File: config.mk
export PLATFORM = sky130hd
export DESIGN_NAME = btbTop
export DESIGN_NICKNAME = d
export VERILOG_FILES = /design/src/design/btbPkg.sv /design/src/design/btbEntryRam.sv /design/src/design/updateQueuePtr.sv /design/src/design/branchTargetBuffer.sv /design/src/design/btbTop.sv
export SDC_FILE = /design/constraint.sdc
export NUM_CORES = 2
export LEC_CHECK = 0
export ABC_AREA = 1
export BUFFER_PORTS_ARGS = -buffer_cell sky130_fd_sc_hd__buf_2
export CORE_MARGIN = 2
export CORE_UTILIZATION = 30
export CTS_CLUSTER_SIZE = 12
export DETAILED_ROUTE_END_ITERATION = 8
export PLACE_DENSITY = 0.44
export SKIP_LAST_GASP = 1
export SYNTH_ARGS = -nofsm -noshare
export SYNTH_HDL_FRONTEND = slang
export SYNTH_SLANG_ARGS = --single-unit
File: constraint.sdc
create_clock -name clk -period 3.9 [get_ports clk]
set_input_delay 0.78 -clock clk [delete_from_list [all_inputs] [get_ports clk]]
set_output_delay 0.78 -clock clk [all_outputs]
set_load 0.03 [all_outputs]
File: src/design/btbPkg.sv
// ======================================================================
// Approximate branch target buffer package.
// Widths, entry layout and PC slicing helpers shared by the BTB blocks.
// ======================================================================

`default_nettype none

package btbPkg;

    // Fetch address width and spacing of consecutive fetch slots.
    localparam int PC_WIDTH = 32;
    localparam int INSN_BYTES = 4;
    localparam int INSN_OFFSET = 2;

    // Entry field widths.
    localparam int BTB_INDEX_WIDTH = 6;
    localparam int BTB_TAG_WIDTH = 10;
    localparam int BTB_ADDR_WIDTH = 14;
    localparam int QUEUE_PTR_WIDTH = 2;

    // Bit positions inside a PC.
    localparam int TAG_LSB = INSN_OFFSET + BTB_INDEX_WIDTH;
    localparam int ADDR_TOP = INSN_OFFSET + BTB_ADDR_WIDTH;

    typedef logic [PC_WIDTH-1:0] pcT;
    typedef logic [BTB_INDEX_WIDTH-1:0] btbIndexT;
    typedef logic [BTB_TAG_WIDTH-1:0] btbTagT;
    typedef logic [BTB_ADDR_WIDTH-1:0] btbAddrT;
    typedef logic [QUEUE_PTR_WIDTH-1:0] qPtrT;

    // One stored entry, 26 bits.
    typedef struct packed {
        logic valid;
        logic isCondBr;
        btbTagT tag;
        btbAddrT addr;
    } btbEntryT;

    function automatic btbIndexT toBtbIndex(pcT pc);
        return pc[INSN_OFFSET +: BTB_INDEX_WIDTH];
    endfunction

    function automatic btbTagT toBtbTag(pcT pc);
        return pc[TAG_LSB +: BTB_TAG_WIDTH];
    endfunction

    // Low target bits kept in the entry, above the instruction offset.
    function automatic btbAddrT toBtbAddr(pcT target);
        return target[INSN_OFFSET +: BTB_ADDR_WIDTH];
    endfunction

    // Upper bits come from the slot address itself.
    function automatic pcT toTarget(pcT slotPc, btbAddrT addr);
        return {slotPc[PC_WIDTH-1:ADDR_TOP], addr, {INSN_OFFSET{1'b0}}};
    endfunction

endpackage

`default_nettype wire

File: src/design/btbEntryRam.sv
// ======================================================================
// BTB entry array.
// Register-based storage with several write ports and registered reads.
// ======================================================================

`timescale 1ns/10ps
`default_nettype none

module btbEntryRam import btbPkg::*; #(
    parameter int ENTRY_NUM = 64,
    parameter int READ_NUM = 2,
    parameter int WRITE_NUM = 2
) (
    input wire logic clk,
    input wire logic [WRITE_NUM-1:0] we,
    input wire btbIndexT [WRITE_NUM-1:0] wa,
    input wire btbEntryT [WRITE_NUM-1:0] wv,
    input wire btbIndexT [READ_NUM-1:0] ra,
    output btbEntryT [READ_NUM-1:0] rv
);

    btbEntryT entryArray [ENTRY_NUM];

    // Later ports are applied last, so the highest port wins a clash.
    always_ff @(posedge clk) begin
        for (int w = 0; w < WRITE_NUM; w++) begin
            if (we[w]) begin
                entryArray[wa[w]] <= wv[w];
            end
        end
    end

    // One cycle read latency; a same-edge write is seen next time.
    always_ff @(posedge clk) begin
        for (int r = 0; r < READ_NUM; r++) begin
            rv[r] <= entryArray[ra[r]];
        end
    end

    // The arbiter upstream should never aim two ports at one entry.
    for (genvar i = 0; i < WRITE_NUM; i++) begin : gWrA
        for (genvar j = i + 1; j < WRITE_NUM; j++) begin : gWrB
            assert property (@(posedge clk) !(we[i] && we[j] && (wa[i] == wa[j])))
                else $error("btbEntryRam: ports %0d and %0d write index %0h",
                            i, j, wa[i]);
        end
    end

endmodule

`default_nettype wire

File: src/design/updateQueuePtr.sv
// ======================================================================
// Update queue pointers.
// Wrapping head/tail pointers and occupancy for a small circular queue.
// ======================================================================

`timescale 1ns/10ps
`default_nettype none

module updateQueuePtr import btbPkg::*; #(
    parameter int QUEUE_SIZE = 4
) (
    input wire logic clk,
    input wire logic rstN,
    input wire logic push,
    input wire logic pop,
    output logic full,
    output logic empty,
    output qPtrT headPtr,
    output qPtrT tailPtr
);

    localparam int CNT_WIDTH = $clog2(QUEUE_SIZE + 1);

    logic [CNT_WIDTH-1:0] count;
    logic pushEn;
    logic popEn;

    assign full = (count == CNT_WIDTH'(QUEUE_SIZE));
    assign empty = (count == '0);

    // A push into a full queue is dropped.
    assign pushEn = push && !full;
    assign popEn = pop && !empty;

    function automatic qPtrT nextPtr(qPtrT ptr);
        return (ptr == qPtrT'(QUEUE_SIZE - 1)) ? '0 : ptr + 1'b1;
    endfunction

    // Head is the write side, tail the read side.
    always_ff @(posedge clk or negedge rstN) begin
        if (!rstN) begin
            headPtr <= '0;
            tailPtr <= '0;
            count <= '0;
        end else begin
            if (pushEn) begin
                headPtr <= nextPtr(headPtr);
            end
            if (popEn) begin
                tailPtr <= nextPtr(tailPtr);
            end
            count <= count + CNT_WIDTH'(pushEn) - CNT_WIDTH'(popEn);
        end
    end

    assert property (@(posedge clk) disable iff (!rstN) pop |-> !empty)
        else $error("updateQueuePtr: pop while empty");

    // Overflow loses a branch update.
    assert property (@(posedge clk) disable iff (!rstN) push |-> !full)
        else $warning("updateQueuePtr: push while full, update dropped");

endmodule

`default_nettype wire

File: src/design/branchTargetBuffer.sv
// ======================================================================
// Approximate branch target buffer.
// Per-slot lookup with one cycle latency, update arbitration with an
// overflow queue, and an entry clear sequence after reset.
// ======================================================================

`timescale 1ns/10ps
`default_nettype none

module branchTargetBuffer import btbPkg::*; #(
    parameter int FETCH_WIDTH = 2,
    parameter int ISSUE_WIDTH = 2,
    parameter int ENTRY_NUM = 64,
    parameter int QUEUE_SIZE = 4
) (
    input wire logic clk,
    input wire logic rstN,
    input wire pcT predNextPc,
    input wire logic [ISSUE_WIDTH-1:0] brValid,
    input wire logic [ISSUE_WIDTH-1:0] brIsAx,
    input wire logic [ISSUE_WIDTH-1:0] brTaken,
    input wire logic [ISSUE_WIDTH-1:0] brIsCond,
    input wire pcT [ISSUE_WIDTH-1:0] brAddr,
    input wire pcT [ISSUE_WIDTH-1:0] brTarget,
    output logic ready,
    output logic [FETCH_WIDTH-1:0] hit,
    output logic [FETCH_WIDTH-1:0] isCondBr,
    output pcT [FETCH_WIDTH-1:0] target
);

    typedef enum logic {
        ST_CLEAR,
        ST_READY
    } btbStateT;

    btbStateT state;
    btbIndexT initIndex;

    // Entry array ports.
    logic [ISSUE_WIDTH-1:0] we;
    btbIndexT [ISSUE_WIDTH-1:0] wa;
    btbEntryT [ISSUE_WIDTH-1:0] wv;
    btbIndexT [FETCH_WIDTH-1:0] ra;
    btbEntryT [FETCH_WIDTH-1:0] rv;

    // Slot addresses this cycle and the ones sampled at the last edge.
    pcT [FETCH_WIDTH-1:0] slotPc;
    pcT [FETCH_WIDTH-1:0] tagReg;

    logic [ISSUE_WIDTH-1:0] qualify;
    logic directWrite;
    logic pushQueue;
    logic popQueue;
    logic full;
    logic empty;
    qPtrT headPtr;
    qPtrT tailPtr;
    btbIndexT pushIndex;
    btbEntryT pushEntry;

    // Queue payload, indexed by the pointer block.
    btbIndexT queueIndex [QUEUE_SIZE];
    btbEntryT queueEntry [QUEUE_SIZE];

    btbEntryRam #(
        .ENTRY_NUM(ENTRY_NUM),
        .READ_NUM(FETCH_WIDTH),
        .WRITE_NUM(ISSUE_WIDTH)
    ) uEntryRam (
        .clk(clk),
        .we(we),
        .wa(wa),
        .wv(wv),
        .ra(ra),
        .rv(rv)
    );

    updateQueuePtr #(
        .QUEUE_SIZE(QUEUE_SIZE)
    ) uQueuePtr (
        .clk(clk),
        .rstN(rstN),
        .push(pushQueue),
        .pop(popQueue),
        .full(full),
        .empty(empty),
        .headPtr(headPtr),
        .tailPtr(tailPtr)
    );

    // Clear walk: one entry per cycle, then ready for good.
    always_ff @(posedge clk or negedge rstN) begin
        if (!rstN) begin
            state <= ST_CLEAR;
            initIndex <= '0;
        end else if (state == ST_CLEAR) begin
            initIndex <= initIndex + 1'b1;
            if (initIndex == btbIndexT'(ENTRY_NUM - 1)) begin
                state <= ST_READY;
            end
        end
    end

    assign ready = (state == ST_READY);

    // Lookup addresses for every fetch slot.
    always_comb begin
        for (int i = 0; i < FETCH_WIDTH; i++) begin
            slotPc[i] = predNextPc + pcT'(i * INSN_BYTES);
            ra[i] = toBtbIndex(slotPc[i]);
        end
    end

    always_ff @(posedge clk) begin
        tagReg <= slotPc;
    end

    // Compare against the slot address the RAM output belongs to.
    always_comb begin
        for (int i = 0; i < FETCH_WIDTH; i++) begin
            hit[i] = ready && rv[i].valid && (rv[i].tag == toBtbTag(tagReg[i]));
            isCondBr[i] = hit[i] && rv[i].isCondBr;
            target[i] = toTarget(tagReg[i], rv[i].addr);
        end
    end

    assign qualify = brValid & brIsAx & brTaken;

    // Lowest qualifying lane goes straight in, the rest overflow.
    always_comb begin
        directWrite = 1'b0;
        pushQueue = 1'b0;
        popQueue = 1'b0;
        pushIndex = '0;
        pushEntry = '0;
        for (int i = 0; i < ISSUE_WIDTH; i++) begin
            we[i] = 1'b0;
            wa[i] = toBtbIndex(brAddr[i]);
            wv[i].valid = 1'b1;
            wv[i].isCondBr = brIsCond[i];
            wv[i].tag = toBtbTag(brAddr[i]);
            wv[i].addr = toBtbAddr(brTarget[i]);
        end
        for (int i = 0; i < ISSUE_WIDTH; i++) begin
            if (qualify[i]) begin
                if (directWrite) begin
                    // Highest extra lane ends up in the queue.
                    pushQueue = 1'b1;
                    pushIndex = wa[i];
                    pushEntry = wv[i];
                end else begin
                    we[i] = 1'b1;
                    directWrite = 1'b1;
                end
            end
        end

        // Drain through port 0 when no lane wrote directly.
        if (!empty && !directWrite) begin
            popQueue = 1'b1;
            we[0] = 1'b1;
            wa[0] = queueIndex[tailPtr];
            wv[0] = queueEntry[tailPtr];
        end

        // While clearing, only port 0 runs and it invalidates entries.
        if (state == ST_CLEAR) begin
            for (int i = 0; i < ISSUE_WIDTH; i++) begin
                we[i] = (i == 0);
                wa[i] = initIndex;
                wv[i] = '0;
            end
            pushQueue = 1'b0;
            popQueue = 1'b0;
        end
    end

    always_ff @(posedge clk) begin
        if (pushQueue && !full) begin
            queueIndex[headPtr] <= pushIndex;
            queueEntry[headPtr] <= pushEntry;
        end
    end

    assert property (@(posedge clk) disable iff (!rstN) ready |=> ready)
        else $error("branchTargetBuffer: ready dropped after clear");

endmodule

`default_nettype wire

File: src/design/btbTop.sv
// ======================================================================
// BTB top level.
// Fixes the buffer geometry and wires it to the fetch and issue ports.
// ======================================================================

`timescale 1ns/10ps
`default_nettype none

module btbTop import btbPkg::*; #(
    parameter int FETCH_WIDTH = 2,
    parameter int ISSUE_WIDTH = 2,
    parameter int ENTRY_NUM = 64,
    parameter int QUEUE_SIZE = 4
) (
    input wire logic clk,
    input wire logic rstN,
    input wire pcT predNextPc,
    input wire logic [ISSUE_WIDTH-1:0] brValid,
    input wire logic [ISSUE_WIDTH-1:0] brIsAx,
    input wire logic [ISSUE_WIDTH-1:0] brTaken,
    input wire logic [ISSUE_WIDTH-1:0] brIsCond,
    input wire pcT [ISSUE_WIDTH-1:0] brAddr,
    input wire pcT [ISSUE_WIDTH-1:0] brTarget,
    output logic ready,
    output logic [FETCH_WIDTH-1:0] hit,
    output logic [FETCH_WIDTH-1:0] isCondBr,
    output pcT [FETCH_WIDTH-1:0] target
);

    branchTargetBuffer #(
        .FETCH_WIDTH(FETCH_WIDTH),
        .ISSUE_WIDTH(ISSUE_WIDTH),
        .ENTRY_NUM(ENTRY_NUM),
        .QUEUE_SIZE(QUEUE_SIZE)
    ) uBtb (
        .clk(clk),
        .rstN(rstN),
        .predNextPc(predNextPc),
        .brValid(brValid),
        .brIsAx(brIsAx),
        .brTaken(brTaken),
        .brIsCond(brIsCond),
        .brAddr(brAddr),
        .brTarget(brTarget),
        .ready(ready),
        .hit(hit),
        .isCondBr(isCondBr),
        .target(target)
    );

endmodule

`default_nettype wire

## After elaboration in Yosys (flattened, before gate mapping)

Memory sizes are Yosys's and may differ from the RTL's. A register that Yosys moved wholly into a read port is not among the register bits.
Cells that the tools add are included.
Widths: inputs -> output; s select.

| operators by class | value |
|---|---|
| add/subtract/negate cells | 6 |
| equal/unequal tests | 6 |
| multiplexer cells | 32 |
| bitwise gates (word level) | 2 |
| reductions and logical operators | 14 |

Operators with widths:

| operator | count |
|---|---|
| $mux 26 | 4 |
| $mux 52 | 1 |
| $add 32x3->32 const B | 1 |
| $reduce_or 26->1 | 1 |
| $mux 6 | 4 |
| $eq 10x10->1 | 2 |
| $mux 1 | 19 |
| $mux 12 | 1 |
| $logic_and 1x1->1 | 9 |
| $add 6x1->6 const B | 1 |
| $eq 6x6->1 const B | 1 |
| $mux 2 | 3 |
| $add 2x1->2 const B | 2 |
| $and 2x2->2 | 2 |
| $eq 2x2->1 const B | 2 |
| $add 3x1->3 | 1 |
| $eq 3x3->1 const B | 1 |
| $logic_not 1->1 | 3 |
| $logic_not 3->1 | 1 |
| $sub 3x1->3 | 1 |

| storage, ports and cells | value |
|---|---|
| bits in registers | 78 |
| memory bits (writable) | 1792 |
| input port bits | 170 |
| output and inout bits | 69 |
| logic and storage cells | 70 |
| memories | 3 |

Memories:

| name | depth | bits a word | read ports | clocked after memory_dff | wr ports | line | text |
|---|---|---|---|---|---|---|---|
| uBtb.uEntryRam.entryArray | 64 | 26 | 2 | 2 | 1 | btbEntryRam.sv:22 | `btbEntryT entryArray [ENTRY_NUM];` |
| uBtb.queueEntry | 4 | 26 | 1 | 0 | 1 | branchTargetBuffer.sv:63 | `btbEntryT queueEntry [QUEUE_SIZE];` |
| uBtb.queueIndex | 4 | 6 | 1 | 0 | 1 | branchTargetBuffer.sv:62 | `btbIndexT queueIndex [QUEUE_SIZE];` |

## Logic depth before layout (Yosys ltp)

| depth | value |
|---|---|
| word-level depth | 12 |
| mapped depth | 14 |
| mapped depth without buffers | 13 |

## Modules after synthesis

Synthesis repeated with hierarchy kept, for this count alone.

| unflattened totals | value |
|---|---|
| cells, all modules | 14774 |
| area, all modules | 111319.3 µm² |

Modules (own cells, without submodules):

| module | instances | cells each | area each (µm²) | sequential area each (µm²) |
|---|---|---|---|---|
| btbEntryRam | 1 | 13692 | 102096.7 | 51008.9 |
| branchTargetBuffer | 1 | 1038 | 8831.0 | 4979.8 |
| updateQueuePtr | 1 | 44 | 391.6 | 175.2 |

## Least setup slack after synthesis

No wires, ideal clock.

| timing | value |
|---|---|
| path type | input port to flip-flop |
| start point | input port brIsAx[0] |
| end point | memory uBtb.uEntryRam.entryArray[0][15] (netlist name), data pin |
| library setup time | 702 ps |
| data arrival time | 3986 ps |
| slack | -788 ps |
| cell stages on the path | 6 |
| path buffers | 1 |
| cells stage by stage | nand3_1 > nand2_1 > nor2_1 > inv_1 > clkbuf_1 > o21ai_0 |

| on the way | value |
|---|---|
| longest elaborated chain between the ends | 10 |
| elaborated cells between the ends (all ways) | 15 |

RTL lines:

| what | line | text |
|---|---|---|
| start, declared | btbTop.sv:19 | `input wire logic [ISSUE_WIDTH-1:0] brIsAx,` |
| $and 2x2->2 * (2 in a row) | branchTargetBuffer.sv:127 | `assign qualify = brValid & brIsAx & brTaken;` |
| $mux 1 * | branchTargetBuffer.sv:145 | `if (qualify[i]) begin` |
| $mux 1 | branchTargetBuffer.sv:146 | `if (directWrite) begin` |
| $mux 1 | branchTargetBuffer.sv:145 |  |
| $mux 2 | branchTargetBuffer.sv:167 | `if (state == ST_CLEAR) begin` |
| $mux 1 | btbEntryRam.sv:27 | `if (we[w]) begin` |
| $mux 1 (implied by the code) | btbEntryRam.sv:28 | `entryArray[wa[w]] <= wv[w];` |
| $reduce_or 26->1 (no line) | -- |  |
| $mux 26 (no line) * | -- |  |
| end, declared | btbEntryRam.sv:22 |  |

Every way passes the cells marked *; elsewhere a longest branch is shown, timed or not.

## Final worst setup path

| timing | value |
|---|---|
| start point | register uBtb.uEntryRam.rv[40] (netlist name) |
| end point | output port hit[1] |

| on the way | value |
|---|---|
| longest elaborated chain between the ends | 2 |

RTL lines:

| what | line | text |
|---|---|---|
| $eq 10x10->1 | branchTargetBuffer.sv:121 | `hit[i] = ready && rv[i].valid && (rv[i].tag == toBtbTag(tagReg[i]));` |
| $logic_and 1x1->1 | branchTargetBuffer.sv:121 |  |
| end, declared | btbTop.sv:25 | `output logic [FETCH_WIDTH-1:0] hit,` |

No other way between the ends.

==> results_tabular.tex <==
\begin{tabular}{lr}
\hline
Metric & Value \\
\hline
\multicolumn{2}{l}{\textbf{Clock tree}} \\
CTS root buf & sky130\_fd\_sc\_hd\_\_clkbuf\_16 \\
Sink Count & 1906 \\
Clock-pin transition on the worst setup and hold timing paths & 0.06 ns \\
Latest clock arrival within the worst-skew pair & 0.93 ns \\
CTS buffer count & 225 \\
Worst-case clock buffer depth & 4 \\
H-tree levels & 4 \\
Post-CTS resize count & 0 \\
Clock tree from TritonCTS & done \\
\multicolumn{2}{l}{\textbf{Final layout}} \\
Commonest cells after routing, fill and taps aside & sky130\_fd\_sc\_hd\_\_nand2\_1, sky130\_fd\_sc\_hd\_\_edfxtp\_1, sky130\_fd\_sc\_hd\_\_nand3\_1 \\
Non-filler instance count after layout & 14400 \\
Leading cell type in the layout, fill and taps excluded & sky130\_fd\_sc\_hd\_\_nand2\_1 \\
Synth-to-layout area growth & 16.9\% \\
Fraction of final layout cells with drive strength greater than 1 & 9.57\% \\
Count of nets after finishing & 10300 \\
\multicolumn{2}{l}{\textbf{Pwr}} \\
Total power consumption of the routed design & 48.2 mW \\
Leakage power & 40.3 nW \\
P per Cell Area & 445 nW/um\^{}2 \\
IR drop worst, VDD & 337 uV \\
\multicolumn{2}{l}{\textbf{Global routing}} \\
Maximum number of pins on one net before global-route repair & 164 \\
Via count of the first global-routing pass & 72200 \\
Total routing resource utilization after global routing & 22.7\% \\
Initial antenna violation count & 14 \\
Wire length of the first global-routing pass & 518000 um \\
Total congestion overflow after global routing & 0 \\
\multicolumn{2}{l}{\textbf{Timing}} \\
Portion of the clock cycle consumed by the worst path in the final layout & 93.4\% \\
Maximum operating frequency & 0.274 GHz \\
Final Hold Violating Endpoints & 0 \\
Final worst path period need & 3.64 ns \\
Number of max-slew violations in the final report & 0 \\
Final setup margin & 0.257 ns \\
Final worst clock skew & 0.0817 ns \\
Setup violations, final & 0 \\
Headroom to the max-slew limit & 19.4\% \\
Setup\_tns & 0 ns \\
Tightest Pin Transition & 1.20 ns \\
RSZ-0062 raised after global routing & false \\
\multicolumn{2}{l}{\textbf{Worst hold path}} \\
Path category of the worst min-delay check & input pin to register \\
\multicolumn{2}{l}{\textbf{Floorplanning}} \\
Top-level port count & 239 \\
Area of the die & 313000 sq um \\
FP Rows & 203 \\
Total core area & 307000 sq um \\
Y dimension of the die & 560 um \\
Initial core utilization & 30.2\% \\
Die Wd & 560 um \\
\multicolumn{2}{l}{\textbf{Job}} \\
MaxCap Viol Count & 0 \\
\multicolumn{2}{l}{\textbf{Route}} \\
Via Count & 76100 \\
Count of unresolved DRC violations after routing & 0 \\
Overall routed net length & 368000 um \\
Routed wirelength normalized by instance count & 25.5 um \\
Post-detailed-route count of antenna-violating nets & 0 \\
Post-DR vias/cell & 5.27 \\
Initial DRC count & 8531 \\
First-pass DRT Iterations & 8 \\
\multicolumn{2}{l}{\textbf{Logic synthesis}} \\
Mapped Avg Cell Area & 9.12 sq um \\
Number of synthesis warnings & 0 \\
Sequential cell area fraction in the yosys report & 60.7\% \\
Register bit total from synthesis & 1906 \\
Number of unique standard cell types used by synthesis & 38 \\
Area share of the largest cell type after synthesis & 58.1\% \\
Combined area of all synthesized cells & 92600 sq um \\
Library cell with the largest summed area after synthesis & sky130\_fd\_sc\_hd\_\_edfxtp\_1 \\
Biggest area contributors in the synthesized netlist & sky130\_fd\_sc\_hd\_\_edfxtp\_1, sky130\_fd\_sc\_hd\_\_nand2\_1, sky130\_fd\_sc\_hd\_\_nand3\_1, sky130\_fd\_sc\_hd\_\_o21ai\_0, sky130\_fd\_sc\_hd\_\_nor2\_1 \\
Cell count after synthesis & 10200 \\
\multicolumn{2}{l}{\textbf{Placement}} \\
Placed Cells incl. Taps & 14000 \\
Post-detail-place hpwl & 217000 um \\
Pre-CTS setup slack & 0.0857 ns \\
RD Place Congestion & 0.843 \\
\# port buffers & 164 \\
\multicolumn{2}{l}{\textbf{Setup path}} \\
Data required time of the worst path & 3.12 ns \\
Crit path capture type & primary output \\
Path type of the worst setup path & register to primary output \\
Setup crit start kind & register \\
Critical path fanouts, max & 2 \\
Data arrival at the endpoint of the critical path & 2.86 ns \\
\multicolumn{2}{l}{\textbf{Outcome}} \\
Status & finished, final reports clean \\
\hline
\end{tabular}
metal layers:
metal | track usage, % | share of wire, % | up-vias
met5 | 0 | 0 | -
met4 | 11.1 | 5.3 | 0
met3 | 2.87 | 6.7 | 646
met2 | 37.1 | 46 | 3157
met1 | 29.7 | 42 | 37300
li1 | - | - | 35000
logic make-up after synthesis:
group / synth area share, %
AND/OR/NAND/NOR: 25.0
flip-flops: 60.7
AO/OA/AOI/OAI: 9.15
adder cells (fa/ha/maj): 0.143
other: 0.00405
buffers and inverters: 4.66
XOR/XNOR: 0.416
final cells by class:
cell class	count	area, sq um
diodes	5	12.5
fillers	30600	198000
repair buffers	566	6120
clock inverters	95	788
clock buffers	315	6200
inverters	213	848
flip-flops and latches	1906	56200
well taps	4100	5130
multi-input cells	7240	33000
path summary, 6_finish.rpt:
check	from	end	slack [ns]	cells past startpoint
setup / recovery	uBtb.uEntryRam.rv[40]	hit[1]	0.26	6
hold / removal	predNextPc[8]	uBtb.tagReg[8]	0.06	1
setup reg to reg	uBtb.ready	uBtb.uEntryRam.entryArray[12][22]	0.71	9
hold reg to reg	uBtb.initIndex[5]	uBtb.initIndex[5]	0.50	1
max in group asynchronous	rstN	uBtb.initIndex[0]	3.28	2
min in group asynchronous	rstN	uBtb.initIndex[3]	0.33	2
critical path: stages (launching register included):
cell,delay [ns]
sky130_fd_sc_hd__dfxtp_1,0.56
sky130_fd_sc_hd__inv_1,0.13
sky130_fd_sc_hd__a22o_1,0.23
sky130_fd_sc_hd__nor3_1,0.16
sky130_fd_sc_hd__nand2_1,0.23
sky130_fd_sc_hd__nor2_1,0.37
sky130_fd_sc_hd__buf_2,0.29
flip-flops by register name, summed over array words and instances (netlist names):
register / flops
uBtb.uQueuePtr.tailPtr: 2
uBtb.queueEntry: 104
uBtb.tagReg: 16
uBtb.queueIndex: 24
uBtb.uEntryRam.rv: 52
uBtb.uQueuePtr.count: 3
uBtb.uQueuePtr.headPtr: 2
uBtb.ready: 1
uBtb.initIndex: 6
uBtb.uEntryRam.entryArray: 1664
uBtb.target: 32
what timing repair did:
action / in CTS / in global routing
buffers inserted: 0 / 0
hold buffers: 10 / 0
endpoints found under the hold margin: 23 / 0
synth_stat cells, drive strengths merged:
master      n
dfrtp      14
xor2       24
dfxtp     100
nor2      782
conb        1
a211oi      2
clkinv      2
inv       211
edfxtp   1792
nor3       20
nand2    3384
nand3    1440
o2111ai     1
o211ai     51
o21ai     685
o22ai     212
nor4        6
xnor2      20
nor3b       1
fa          1
ha          9
clkbuf    445
a21oi     424
o221a       2
a22o        3
nand4      15
nand3b      2
o21a       26
buf       352
a22oi      24
a21boi    102
metrics by stage:
| step | hold slack [ns] | instance area [sq um] | utilization (%) |
|---|---|---|---|
| 3_5_place_dp | 0.488 | 101000 | 33.0 |
| 5_1_grt | 0.0194 | 108000 | 35.3 |
| 4_1_cts | 0.00260 | 108000 | 35.3 |
| 3_3_place_gp | 0.493 | 101000 | 33.0 |
| 2_1_floorplan | 0.463 | 92600 | - |
| 6_report | 0.0580 | 108000 | 35.3 |
report_power, final:
group / switching, mW / internal (mW)
Combinational: 4.03 / 1.51
Sequential: 0.106 / 22.1
Clock: 8.66 / 11.8
Total: 12.8 / 35.4
Power figures use the tool's default switching activity.
